===== config.mk =====
export PLATFORM = sky130hd
export DESIGN_NAME = corr_ctrl
export DESIGN_NICKNAME = d
export VERILOG_FILES = /design/src/line_pkg.sv /design/src/cmd_pkg.sv /design/src/cfg_wr_if.sv /design/src/corr_ctrl.sv /design/src/line_readback.sv /design/src/delay_bank.sv /design/src/level_bank.sv /design/src/cmd_parser.sv
export SDC_FILE = /design/constraint.sdc
export NUM_CORES = 1
export LEC_CHECK = 0
export BUFFER_PORTS_ARGS = -buffer_cell sky130_fd_sc_hd__buf_2
export CAP_MARGIN = 20
export CORE_MARGIN = 2
export CORE_UTILIZATION = 25
export DETAILED_ROUTE_END_ITERATION = 8
export GPL_ROUTABILITY_DRIVEN = 0
export GPL_TIMING_DRIVEN = 0
export HOLD_SLACK_MARGIN = 0.1
export MAX_ROUTING_LAYER = met4
export PLACE_DENSITY = 0.4
export SYNTH_ARGS = -nofsm -noshare
export SYNTH_HDL_FRONTEND = slang
export SYNTH_HIERARCHICAL = 1
export SYNTH_SLANG_ARGS = --single-unit

===== constraint.sdc =====
create_clock -name clk -period 4.5 [get_ports clk]
set_clock_uncertainty 0.15 [all_clocks]
set_input_delay 1.35 -clock clk [delete_from_list [all_inputs] [get_ports clk]]
set_output_delay 1.35 -clock clk [all_outputs]
set_load 0.005 [all_outputs]

===== src/line_pkg.sv =====
// Per-line register layout
`default_nettype none

package line_pkg;

	localparam int LINE_W = 8;
	localparam int IDX_W = 20;
	localparam int INC_W = 12;
	localparam int LVL_W = 8;

	localparam int INC_RST = 1;

	// Bits needed to address one of num_lines lines
	function automatic int line_sel_w(input int num_lines);
		return (num_lines > 1) ? $clog2(num_lines) : 1;
	endfunction

endpackage

`default_nettype wire


===== src/cmd_pkg.sv =====
// Command byte definitions
`default_nettype none

package cmd_pkg;

	localparam int CMD_W = 8;
	localparam int OP_W = 4;
	localparam int PAYLOAD_W = CMD_W - OP_W;

	typedef enum logic [OP_W-1:0] {
		CLEAR          = 4'd0,
		SET_LINE       = 4'd1,
		SET_LEDS       = 4'd2,
		SET_BAUD       = 4'd3,
		SET_DELAY      = 4'd4,
		SET_FREQ_DIV   = 4'd8,
		SET_VOLTAGE    = 4'd9,
		ENABLE_TEST    = 4'd12,
		ENABLE_CAPTURE = 4'd13,
		NOP            = 4'd15
	} cmd_op_e;

	// Payload rides in the high nibble, opcode in the low one
	typedef struct packed {
		logic [PAYLOAD_W-1:0] payload;
		logic [OP_W-1:0]      opcode;
	} cmd_byte_t;

	function automatic cmd_op_e decode_op(input logic [OP_W-1:0] code);
		cmd_op_e op;
		case (code)
			4'd0:                   op = CLEAR;
			4'd1:                   op = SET_LINE;
			4'd2:                   op = SET_LEDS;
			4'd3:                   op = SET_BAUD;
			4'd4, 4'd5, 4'd6, 4'd7: op = SET_DELAY; // Low bits carry the slot
			4'd8:                   op = SET_FREQ_DIV;
			4'd9:                   op = SET_VOLTAGE;
			4'd12:                  op = ENABLE_TEST;
			4'd13:                  op = ENABLE_CAPTURE;
			default:                op = NOP;
		endcase
		return op;
	endfunction

	// Opcodes that touch a per-line register
	function automatic logic is_line_op(input cmd_op_e op);
		return op inside {CLEAR, SET_LEDS, SET_DELAY, SET_FREQ_DIV, SET_VOLTAGE, ENABLE_TEST};
	endfunction

endpackage

`default_nettype wire

===== src/cfg_wr_if.sv =====
// Line write bus
`default_nettype none

interface cfg_wr_if #(
	parameter int NUM_LINES = 4
);
	import cmd_pkg::*;
	import line_pkg::*;

	localparam int SEL_W = line_sel_w(NUM_LINES);

	logic                 wr;       // One-cycle write strobe
	cmd_op_e              op;
	logic [SEL_W-1:0]     line;     // Always below NUM_LINES when wr is high
	logic [1:0]           sel;
	logic [PAYLOAD_W-1:0] data;
	logic                 extra;
	logic                 auto_sel;

	modport src (
		output wr, op, line, sel, data, extra, auto_sel
	);

	modport dst (
		input wr, op, line, sel, data, extra, auto_sel
	);

endinterface

`default_nettype wire


===== src/corr_ctrl.sv =====
// Correlator control top level
`default_nettype none

module corr_ctrl #(
	parameter int NUM_LINES = 4,
	parameter int HAS_LEDS  = 1
) (
	input  logic                        clk,
	input  logic                        rst_n,
	input  logic [cmd_pkg::CMD_W-1:0]   cmd,
	input  logic                        cmd_valid,
	input  logic [line_pkg::LINE_W-1:0] read_line,
	output logic [line_pkg::LINE_W-1:0] current_line,
	output logic [2:0]                  baud_rate,
	output logic [3:0]                  order,
	output logic                        integrating,
	output logic                        external_clock,
	output logic                        timestamp_reset,
	output logic                        extra_commands,
	output logic [NUM_LINES-1:0]        pwm_out,
	output logic [line_pkg::LVL_W-1:0]  rd_voltage,
	output logic [line_pkg::LVL_W-1:0]  rd_test,
	output logic [line_pkg::LVL_W-1:0]  rd_leds,
	output logic [line_pkg::IDX_W-1:0]  rd_cross_idx,
	output logic [line_pkg::IDX_W-1:0]  rd_auto_idx,
	output logic [line_pkg::IDX_W-1:0]  rd_cross_len,
	output logic [line_pkg::IDX_W-1:0]  rd_auto_len,
	output logic [line_pkg::INC_W-1:0]  rd_cross_inc,
	output logic [line_pkg::INC_W-1:0]  rd_auto_inc
);
	import line_pkg::*;

	logic [LVL_W-1:0]     voltage [NUM_LINES];
	logic [LVL_W-1:0]     test [NUM_LINES];
	logic [LVL_W-1:0]     leds [NUM_LINES];
	logic [NUM_LINES-1:0] test_msb;
	logic [IDX_W-1:0]     cross_idx [NUM_LINES];
	logic [IDX_W-1:0]     auto_idx [NUM_LINES];
	logic [IDX_W-1:0]     cross_len [NUM_LINES];
	logic [IDX_W-1:0]     auto_len [NUM_LINES];
	logic [INC_W-1:0]     cross_inc [NUM_LINES];
	logic [INC_W-1:0]     auto_inc [NUM_LINES];

	cfg_wr_if #(.NUM_LINES(NUM_LINES)) wr_bus ();

	cmd_parser #(.NUM_LINES(NUM_LINES)) u_parser (
		.clk             (clk),
		.rst_n           (rst_n),
		.cmd             (cmd),
		.cmd_valid       (cmd_valid),
		.wr              (wr_bus.src),
		.current_line    (current_line),
		.baud_rate       (baud_rate),
		.order           (order),
		.integrating     (integrating),
		.external_clock  (external_clock),
		.timestamp_reset (timestamp_reset),
		.extra_commands  (extra_commands)
	);

	level_bank #(.NUM_LINES(NUM_LINES), .HAS_LEDS(HAS_LEDS)) u_level (
		.clk      (clk),
		.rst_n    (rst_n),
		.wr       (wr_bus.dst),
		.voltage  (voltage),
		.test     (test),
		.leds     (leds),
		.test_msb (test_msb),
		.pwm_out  (pwm_out)
	);

	delay_bank #(.NUM_LINES(NUM_LINES)) u_delay (
		.clk       (clk),
		.rst_n     (rst_n),
		.wr        (wr_bus.dst),
		.test_msb  (test_msb),
		.cross_idx (cross_idx),
		.auto_idx  (auto_idx),
		.cross_len (cross_len),
		.auto_len  (auto_len),
		.cross_inc (cross_inc),
		.auto_inc  (auto_inc)
	);

	line_readback #(.NUM_LINES(NUM_LINES)) u_readback (
		.clk          (clk),
		.rst_n        (rst_n),
		.read_line    (read_line),
		.voltage      (voltage),
		.test         (test),
		.leds         (leds),
		.cross_idx    (cross_idx),
		.auto_idx     (auto_idx),
		.cross_len    (cross_len),
		.auto_len     (auto_len),
		.cross_inc    (cross_inc),
		.auto_inc     (auto_inc),
		.rd_voltage   (rd_voltage),
		.rd_test      (rd_test),
		.rd_leds      (rd_leds),
		.rd_cross_idx (rd_cross_idx),
		.rd_auto_idx  (rd_auto_idx),
		.rd_cross_len (rd_cross_len),
		.rd_auto_len  (rd_auto_len),
		.rd_cross_inc (rd_cross_inc),
		.rd_auto_inc  (rd_auto_inc)
	);

endmodule

`default_nettype wire


===== src/line_readback.sv =====
// Line record readback
`default_nettype none

module line_readback #(
	parameter int NUM_LINES = 4
) (
	input  logic                        clk,
	input  logic                        rst_n,
	input  logic [line_pkg::LINE_W-1:0] read_line,
	input  logic [line_pkg::LVL_W-1:0]  voltage [NUM_LINES],
	input  logic [line_pkg::LVL_W-1:0]  test [NUM_LINES],
	input  logic [line_pkg::LVL_W-1:0]  leds [NUM_LINES],
	input  logic [line_pkg::IDX_W-1:0]  cross_idx [NUM_LINES],
	input  logic [line_pkg::IDX_W-1:0]  auto_idx [NUM_LINES],
	input  logic [line_pkg::IDX_W-1:0]  cross_len [NUM_LINES],
	input  logic [line_pkg::IDX_W-1:0]  auto_len [NUM_LINES],
	input  logic [line_pkg::INC_W-1:0]  cross_inc [NUM_LINES],
	input  logic [line_pkg::INC_W-1:0]  auto_inc [NUM_LINES],
	output logic [line_pkg::LVL_W-1:0]  rd_voltage,
	output logic [line_pkg::LVL_W-1:0]  rd_test,
	output logic [line_pkg::LVL_W-1:0]  rd_leds,
	output logic [line_pkg::IDX_W-1:0]  rd_cross_idx,
	output logic [line_pkg::IDX_W-1:0]  rd_auto_idx,
	output logic [line_pkg::IDX_W-1:0]  rd_cross_len,
	output logic [line_pkg::IDX_W-1:0]  rd_auto_len,
	output logic [line_pkg::INC_W-1:0]  rd_cross_inc,
	output logic [line_pkg::INC_W-1:0]  rd_auto_inc
);
	import line_pkg::*;

	localparam int LINE_SEL_W = line_sel_w(NUM_LINES);

	logic                  in_range;
	logic [LINE_SEL_W-1:0] sel;

	assign in_range = read_line < LINE_W'(NUM_LINES);
	assign sel      = read_line[LINE_SEL_W-1:0];

	always_ff @(posedge clk) begin
		if (!rst_n || !in_range) begin // Missing lines read as zeros
			rd_voltage   <= '0;
			rd_test      <= '0;
			rd_leds      <= '0;
			rd_cross_idx <= '0;
			rd_auto_idx  <= '0;
			rd_cross_len <= '0;
			rd_auto_len  <= '0;
			rd_cross_inc <= '0;
			rd_auto_inc  <= '0;
		end else begin
			rd_voltage   <= voltage[sel];
			rd_test      <= test[sel];
			rd_leds      <= leds[sel];
			rd_cross_idx <= cross_idx[sel];
			rd_auto_idx  <= auto_idx[sel];
			rd_cross_len <= cross_len[sel];
			rd_auto_len  <= auto_len[sel];
			rd_cross_inc <= cross_inc[sel];
			rd_auto_inc  <= auto_inc[sel];
		end
	end

endmodule

`default_nettype wire


===== src/delay_bank.sv =====
// Line delay registers
`default_nettype none

module delay_bank #(
	parameter int NUM_LINES = 4
) (
	input  logic                       clk,
	input  logic                       rst_n,
	cfg_wr_if.dst                      wr,
	input  logic [NUM_LINES-1:0]       test_msb,
	output logic [line_pkg::IDX_W-1:0] cross_idx [NUM_LINES],
	output logic [line_pkg::IDX_W-1:0] auto_idx [NUM_LINES],
	output logic [line_pkg::IDX_W-1:0] cross_len [NUM_LINES],
	output logic [line_pkg::IDX_W-1:0] auto_len [NUM_LINES],
	output logic [line_pkg::INC_W-1:0] cross_inc [NUM_LINES],
	output logic [line_pkg::INC_W-1:0] auto_inc [NUM_LINES]
);
	import cmd_pkg::*;
	import line_pkg::*;

	logic [3:0] slot_lsb;
	logic [4:0] div_lsb;
	logic [2:0] slot_val;
	logic [1:0] div_val;
	logic       to_inc;

	assign slot_lsb = 4'(wr.sel) * 4'd3;              // Four 3-bit slots in the low 12 bits
	assign div_lsb  = wr.data[2] ? 5'd14 : 5'd12;
	assign slot_val = wr.data[2:0];
	assign div_val  = wr.data[1:0];
	assign to_inc   = test_msb[wr.line];

	always_ff @(posedge clk) begin
		if (!rst_n) begin
			for (int i = 0; i < NUM_LINES; i++) begin
				cross_idx[i] <= '0;
				auto_idx[i]  <= '0;
				cross_len[i] <= '0;
				auto_len[i]  <= '0;
				cross_inc[i] <= INC_W'(INC_RST);
				auto_inc[i]  <= INC_W'(INC_RST);
			end
		end else if (wr.wr) begin
			case (wr.op)
				CLEAR: begin
					cross_idx[wr.line] <= '0;
					auto_idx[wr.line]  <= '0;
				end
				SET_DELAY: begin
					if (!wr.extra) begin
						if (wr.auto_sel)
							auto_idx[wr.line][slot_lsb +: 3] <= slot_val;
						else
							cross_idx[wr.line][slot_lsb +: 3] <= slot_val;
					end else if (to_inc) begin
						if (wr.auto_sel)
							auto_inc[wr.line][slot_lsb +: 3] <= slot_val;
						else
							cross_inc[wr.line][slot_lsb +: 3] <= slot_val;
					end else begin
						if (wr.auto_sel)
							auto_len[wr.line][slot_lsb +: 3] <= slot_val;
						else
							cross_len[wr.line][slot_lsb +: 3] <= slot_val;
					end
				end
				SET_FREQ_DIV: begin
					// Upper bits of index or length, never the increment
					if (!wr.extra) begin
						if (wr.auto_sel)
							auto_idx[wr.line][div_lsb +: 2] <= div_val;
						else
							cross_idx[wr.line][div_lsb +: 2] <= div_val;
					end else begin
						if (wr.auto_sel)
							auto_len[wr.line][div_lsb +: 2] <= div_val;
						else
							cross_len[wr.line][div_lsb +: 2] <= div_val;
					end
				end
				default: ;
			endcase
		end
	end

endmodule

`default_nettype wire


===== src/level_bank.sv =====
// Line level registers and PWM
`default_nettype none

module level_bank #(
	parameter int NUM_LINES = 4,
	parameter int HAS_LEDS  = 1
) (
	input  logic                       clk,
	input  logic                       rst_n,
	cfg_wr_if.dst                      wr,
	output logic [line_pkg::LVL_W-1:0] voltage [NUM_LINES],
	output logic [line_pkg::LVL_W-1:0] test [NUM_LINES],
	output logic [line_pkg::LVL_W-1:0] leds [NUM_LINES],
	output logic [NUM_LINES-1:0]       test_msb,
	output logic [NUM_LINES-1:0]       pwm_out
);
	import cmd_pkg::*;
	import line_pkg::*;

	logic [LVL_W-1:0] pwm_cnt;

	always_ff @(posedge clk) begin
		if (!rst_n) begin
			for (int i = 0; i < NUM_LINES; i++) begin
				voltage[i] <= '0;
				test[i]    <= '0;
			end
		end else if (wr.wr) begin
			case (wr.op)
				SET_VOLTAGE: voltage[wr.line][{wr.data[3:2], 1'b0} +: 2] <= wr.data[1:0];
				ENABLE_TEST: test[wr.line][{wr.extra, 2'b00} +: 4] <= wr.data;
				default: ;
			endcase
		end
	end

	generate
		if (HAS_LEDS != 0) begin : g_leds
			always_ff @(posedge clk) begin
				if (!rst_n) begin
					for (int i = 0; i < NUM_LINES; i++)
						leds[i] <= '0;
				end else if (wr.wr && wr.op == SET_LEDS) begin
					leds[wr.line][{wr.extra, 2'b00} +: 4] <= wr.data; // Extra picks the high nibble
				end
			end
		end else begin : g_no_leds
			always_comb begin
				for (int i = 0; i < NUM_LINES; i++)
					leds[i] = '0;
			end
		end
	endgenerate

	always_comb begin
		for (int i = 0; i < NUM_LINES; i++)
			test_msb[i] = test[i][LVL_W-1];
	end

	////////////////////////////////////////////////////////////////////////////
	// PWM

	always_ff @(posedge clk) begin
		if (!rst_n)
			pwm_cnt <= '0;
		else
			pwm_cnt <= pwm_cnt + 1'b1;
	end

	always_ff @(posedge clk) begin
		if (!rst_n)
			pwm_out <= '0;
		else
			for (int i = 0; i < NUM_LINES; i++)
				pwm_out[i] <= pwm_cnt < voltage[i]; // High for voltage counts per period
	end

endmodule

`default_nettype wire


===== src/cmd_parser.sv =====
// Command parser
`default_nettype none

module cmd_parser #(
	parameter int NUM_LINES = 4
) (
	input  logic                        clk,
	input  logic                        rst_n,
	input  logic [cmd_pkg::CMD_W-1:0]   cmd,
	input  logic                        cmd_valid,
	cfg_wr_if.src                       wr,
	output logic [line_pkg::LINE_W-1:0] current_line,
	output logic [2:0]                  baud_rate,
	output logic [3:0]                  order,
	output logic                        integrating,
	output logic                        external_clock,
	output logic                        timestamp_reset,
	output logic                        extra_commands
);
	import cmd_pkg::*;
	import line_pkg::*;

	localparam int LINE_SEL_W = line_sel_w(NUM_LINES);

	cmd_byte_t cmd_q;
	logic      valid_q;
	cmd_op_e   op;
	logic      line_ok;

	////////////////////////////////////////////////////////////////////////////
	// Input capture

	always_ff @(posedge clk) begin
		cmd_q <= cmd;
	end

	always_ff @(posedge clk) begin
		if (!rst_n)
			valid_q <= 1'b0;
		else
			valid_q <= cmd_valid;
	end

	assign op = decode_op(cmd_q.opcode);
	assign line_ok = current_line < LINE_W'(NUM_LINES);

	////////////////////////////////////////////////////////////////////////////
	// Global settings

	always_ff @(posedge clk) begin
		if (!rst_n) begin
			current_line    <= '0;
			baud_rate       <= '0;
			order           <= '0;
			integrating     <= 1'b0;
			external_clock  <= 1'b0;
			timestamp_reset <= 1'b1;
			extra_commands  <= 1'b0;
		end else if (valid_q) begin
			case (op)
				SET_LINE: current_line[{cmd_q.payload[3:2], 1'b0} +: 2] <= cmd_q.payload[1:0];
				SET_BAUD: begin
					if (cmd_q.payload[3])
						order[{cmd_q.payload[2], 1'b0} +: 2] <= cmd_q.payload[1:0];
					else
						baud_rate <= cmd_q.payload[2:0];
				end
				ENABLE_CAPTURE: begin
					integrating     <= cmd_q.payload[0];
					external_clock  <= cmd_q.payload[1];
					timestamp_reset <= cmd_q.payload[2];
					extra_commands  <= cmd_q.payload[3];
				end
				default: ;
			endcase
		end
	end

	////////////////////////////////////////////////////////////////////////////
	// Line write issue

	always_ff @(posedge clk) begin
		if (!rst_n)
			wr.wr <= 1'b0;
		else
			wr.wr <= valid_q && is_line_op(op) && line_ok; // Out of range lines die here
	end

	// Line and flag are sampled before this byte can change them
	always_ff @(posedge clk) begin
		wr.op       <= op;
		wr.line     <= current_line[LINE_SEL_W-1:0];
		wr.sel      <= cmd_q.opcode[1:0];
		wr.data     <= cmd_q.payload;
		wr.extra    <= extra_commands;
		wr.auto_sel <= cmd_q.payload[3];
	end

endmodule

`default_nettype wire


== After elaboration in Yosys (flattened, before gate mapping) ==
Memory sizes are Yosys's and may differ from the RTL's. A register that Yosys moved wholly into a read port is not among the register bits.
Cells that the tools add are included.
Operators by class
  multiply operators: 1
  shifts and indexed selects: 14
  reduce and logical (&&, ||, !) cells: 24
  order comparisons: 10
  $add $sub $neg: 7
  multiplexer cells: 79
  bitwise logic cells: 7
  equality and inequality tests: 22
Operator list (number)
  $mux 80: 18
  $bwmux 80: 8
  $pmux 80 s3: 2
  $pmux 80 s2: 2
  $mux 20: 11
  $and 80x80->80: 2
  $bmux 20 s2: 4
  $demux 20 s2: 3
  $bwmux 32: 3
  $bwmux 48: 2
  $not 80->80: 1
  $mux 8: 8
  $mux 12: 5
  $bmux 12 s2: 2
  $bmux 8 s2: 3
  $demux 8 s2: 2
  $lt 8x8->1: 4
  $eq 4x4->1 const B: 7
  $demux 12 s2: 1
  $shift 2x7->20 const A: 1
  $shift 3x6->20 const A: 1
  $shiftx 2x7->20: 1
  $shiftx 3x6->20: 1
  $ne 2x2->1 const B: 9
  40 further kinds: 63
Storage, ports and cells
  word-level logic and storage cells: 229
  memories: 1
  bits in read-only memories: 64
  flip-flop bits (word level): 695
  output and inout bits: 151
Memory list
  (name not given): depth 16, width 4, read ports 1, clocked after Yosys merged registers in 1, write ports 0, line cmd_pkg.sv:31  | case (code)

== Logic depth before layout (Yosys ltp) ==
  depth after elaboration: 10
  mapped depth: 9
  mapped depth without buffers: 7

== Hierarchy ==
The synthesis kept the hierarchy.
By module, submodules not included
  delay_bank: cells an instance 1666, area an instance 15252.1 sq um, instances 1
  line_readback: cells an instance 442, area an instance 6598.8 sq um, instances 1
  level_bank: cells an instance 539, area an instance 5028.6 sq um, instances 1
  cmd_parser: cells an instance 135, area an instance 1492.7 sq um, instances 1

== Worst setup path after synthesis ==
Ideal clock, no wire load.
  kind: input to register
  from: in rst_n
  to: reg u_delay/auto_len[23] (netlist bit)
  slack: 1715 ps
  required time: 4278 ps
  setup time: 72 ps
  cell stages on the path: 6
  arrival time: 2564 ps
  buffers on the path: 4
  path through: clkbuf_1 > clkbuf_1 > clkbuf_1 > clkbuf_1 > nand2_1 > mux2i_1
RTL lines
  start, declared: line corr_ctrl.sv:9  | input logic rst_n,
  end signal, assigned by index: line delay_bank.sv:62  | auto_len[wr.line][slot_lsb +: 3] <= slot_val;
  end signal, assigned by index: line delay_bank.sv:76  | auto_len[wr.line][div_lsb +: 2] <= div_val;
  end, declared: line delay_bank.sv:14  | output logic [line_pkg::IDX_W-1:0] auto_len [NUM_LINES],

== Worst setup path in the final report ==
  from: reg u_parser.wr.sel[0]
  to: reg u_delay/cross_len[24] (netlist bit)
Between the ends
  cells in the longest elaborated chain, start to end: 10
  elaborated cells between the ends (all ways): 11
  classes of those cells: 1 x add/sub; 1 x mul; 2 x shift; 7 x mux
RTL lines
  start, declared: line cfg_wr_if.sv:21  | output wr, op, line, sel, data, extra, auto_sel
  start signal, assigned: line cmd_parser.sv:93  | wr.sel <= cmd_q.opcode[1:0];
  $mul 2x2->4 (*): line delay_bank.sv:27  | assign slot_lsb = 4'(wr.sel) * 4'd3;
  $neg 4->6 (*): line delay_bank.sv:64  | cross_len[wr.line][slot_lsb +: 3] <= slot_val;
  $shift 3x6->20: line delay_bank.sv:64
  $mux 20 (implied by the code): line delay_bank.sv:64
  $demux 20 s2: line delay_bank.sv:64
  $bwmux 80 (*): line delay_bank.sv:64
  $mux 80 (*): line delay_bank.sv:61  | if (wr.auto_sel)
  $mux 80 (*): line delay_bank.sv:55  | end else if (to_inc) begin
  $mux 80 (*): line delay_bank.sv:50  | if (!wr.extra) begin
  $pmux 80 s2 (*): line delay_bank.sv:44  | case (wr.op)
  end signal, assigned by index: line delay_bank.sv:64
  end signal, assigned by index: line delay_bank.sv:78  | cross_len[wr.line][div_lsb +: 2] <= div_val;
  end, declared: line delay_bank.sv:13  | output logic [line_pkg::IDX_W-1:0] cross_len [NUM_LINES],
Every way passes the cells marked *; elsewhere a longest branch is shown, timed or not. The select of a mux whose other input is x is not followed.
A chain may end at the register's enable or synchronous reset.

==> results by group <==
Status
  • Status: complete, no violations

Finish
  • Most frequent cells in the layout: 664 x dfxtp_1, 341 x nand2_1, 213 x mux2i_1, 204 x buf_2, 166 x clkbuf_1
  • Commonest non-fill, non-tap cell in the layout: dfxtp_1
  • Layout cells sized above 1: between 10% and 20%
  • Reg area: ~13000 um2
  • Filler instances: 11753
  • Final core utilization: a little under a third
  • Area Overhead vs Synth: 20.3%
  • Area of the multi-input gates: between 10000 and 15000 um2
  • Fin nets: around 3100

Clocking
  • Clk sinks: between 600 and 700
  • CTS clk-pin slew, worst paths: 60 ps
  • Clk buf depth: 3
  • TritonCTS clock tree: built
  • Clk root buf: clkbuf_16
  • Skew-Pair Late Insertion Delay: 650 ps
  • Post-CTS Repair Setup Buffers: 0
  • Post-cts sizing count: 0
  • Post-CTS Hold Buffers: 0
  • H-tree Lvls: 3
  • CTS buffer count: 82

Synth
  • Synthesized cell area: 28400 um2
  • Area share of the largest cell type after synthesis: 46.9%
  • Mapped Cells: ~2800
  • Netlist cell types: 75
  • Seq cells post-synth: 664
  • Area leader, netlist: dfxtp_1
  • Avg Inst Size Synth: between 10 and 15 um2
  • Sequential share of the synthesized area: between 40 and 50%
  • Yosys warning count: 6
  • Main synth FF type: dfxtp_1
  • EDFF count, synth: 0
  • Async SR Flop Fraction: 0%
  • Top cells by area, synth: dfxtp_1 47%, mux4_2 10%, mux2i_1 7.5%

Timing
  • F_max: roughly 0.24 GHz
  • Final Hold Fails: 0
  • Least-Margin Pin Slew: ~1100 ps
  • Min Tclk post-route: ~4300 ps
  • Setup_tns: 0 ps
  • RSZ-0062 raised after global routing: no
  • Final worst-path cycle share: between 90% and 100%
  • Final setup viols: 0
  • Final slew viol count: 0
  • Slew HR: between 20% and 30%
  • Hold_ws: 232 ps

GRT
  • Initial antenna violation count: 6
  • Vias in the first global route: between 20000 and 25000
  • Gr usage total: a little under a fifth
  • First-pass GRT wire length: between 150000 and 200000 um
  • GR Overflow Total: 0
  • Largest net degree at the start of global routing: 16

Pwr
  • Leak pwr: approximately 0.013 uW
  • PwrDens: between 300 and 400 nW/um2
  • Maximum vdd drop: between 0.0002 and 0.00025 V

Setup path
  • Reg2reg setup slack: between 200 and 250 ps
  • Worst setup path class: reg2reg
  • CP required: between 4000 and 5000 ps
  • Arrival time at the worst endpoint: between 4000 and 5000 ps
  • Worst Path Max Fanout: 10
  • Critical Path Sink Type: register
  • R2R Path Start: u_parser/wr.sel[0]
  • Crit. Startpoint: u_parser/wr.sel[0]
  • Startpoint Class: register
  • R2R depth: 8

Min path
  • HP Start: u_parser/cmd_q[1]
  • Worst hold path class: reg2reg
  • WHS Path Cells: 0

Detailed routing
  • Drt drc: 0
  • Via count: roughly 22000
  • Via density per instance: approximately 4.8
  • Post-DRT Antenna Nets: 0
  • Routed WL per cell: 22.8 um
  • Drt pass-1 iters: 7
  • DRT iter0 DRCs: about 1600
  • Total Wirelength: ~110000 um

Floorplan
  • Die width: ~340 um
  • Die extent in y: ~340 um
  • Num rows: around 120
  • Die area: between 100000 and 150000 um2
  • Ports: 170
  • Initial core utilization: 25.2%
  • Core ar.: 112000 um2

Run
  • Max-Cap Viols: 0

Place
  • HPWL Detailed: 77900 um
  • Port Buffers: 167
-- Yosys cell counts (10+ instances only) --
cell type / instances
buf_6: 14
nand4b_1: 10
nor3_1: 12
o21a_1: 29
o21ai_1: 20
mux4_2: 129
dfxtp_1: 664
nor3b_1: 24
nor2_1: 106
ha_1: 44
a21boi_1: 23
o211ai_1: 11
buf_2: 35
nand3_1: 119
a32o_1: 21
inv_1: 69
mux2i_1: 213
o21ai_0: 139
nor2_2: 11
nand2_1: 341
and3_1: 135
o22ai_1: 25
and2_1: 42
clkbuf_1: 151
a22o_1: 48
nor2b_1: 52
a21oi_1: 79
buf_4: 39
nand4_1: 12
a21boi_0: 28
nand2b_1: 13
-- final cells by class --
class | instances | area share (%)
antenna | 5 | 0.0367
buffer | 243 | 3.54
clock buffer | 116 | 7.08
clock inverter | 32 | 1.33
inverter | 69 | 0.759
multi-input combinational | 1837 | 40.2
sequential | 664 | 38.9
tap | 1500 | 5.50
timing repair buffer | 171 | 2.60
-- stage by stage --
step	cell area, um2	power [uW]	cells	setup WS [ps]
finish	34100	13600	4637	248
detailed placement	31300	6690	4484	325
floorplan	28500	6430	2813	1710
global placement	31200	6690	4480	-123
CTS	34100	13900	4632	420
global route	34100	14100	4633	137
-- where the power goes --
group          switching [uW]  internal, uW  total, uW
Sequential               36.2          5900       5930
Combinational             433           196        629
Clock                    2720          4360       7080
Total                    3190         10500      13600
-- critical path, stage by stage, from the launching register on --
cell and delay (ps):
dfxtp_1 470, clkbuf_1 450, inv_1 230, ha_1 390
clkbuf_1 330, clkbuf_1 370, nand4_1 880, clkbuf_1 610
mux2i_1 270
-- routing by layer --
layer / wire (um) / GRT usage, % / share of wire, % / vias to the layer above
met5: 0 / - / 0 / -
met4: 3270 / 5.70 / 3.1 / 0
met3: 5780 / 3.03 / 5.5 / 198
met2: 47200 / 28.3 / 45 / 671
met1: 49600 / 24.9 / 47 / 10811
li1: - / - / - / 10512
-- registers in the layout, indices dropped and copies added (netlist names), 32 cells and up --
name and cells:
u_delay/auto_idx 80, u_delay/auto_inc 48, u_delay/auto_len 64, u_delay/cross_idx 80, u_delay/cross_inc 48, u_delay/cross_len 64
u_level/leds 32, u_level/test 32, u_level/voltage 32
-- cell families after synthesis --
| family | Yosys count | synth area share, % |
|---|---|---|
| adder cells (fa/ha/maj) | 44 | 1.94 |
| buffers and inverters | 312 | 5.17 |
| multiplexers | 343 | 17.8 |
| XOR/XNOR | 3 | 0.0926 |
| flip-flops | 664 | 46.9 |
| AND/OR/NAND/NOR | 942 | 17.2 |
| AO/OA/AOI/OAI | 473 | 11.0 |
| other | 1 | 0.0132 |
-- final timing paths --
check | end
setup reg to reg | u_delay/cross_len[24]
setup / recovery | u_delay/cross_len[24]
hold / removal | u_parser/wr.sel[1]
hold reg to reg | u_parser/wr.sel[1]
Power figures use the tool's default switching activity.
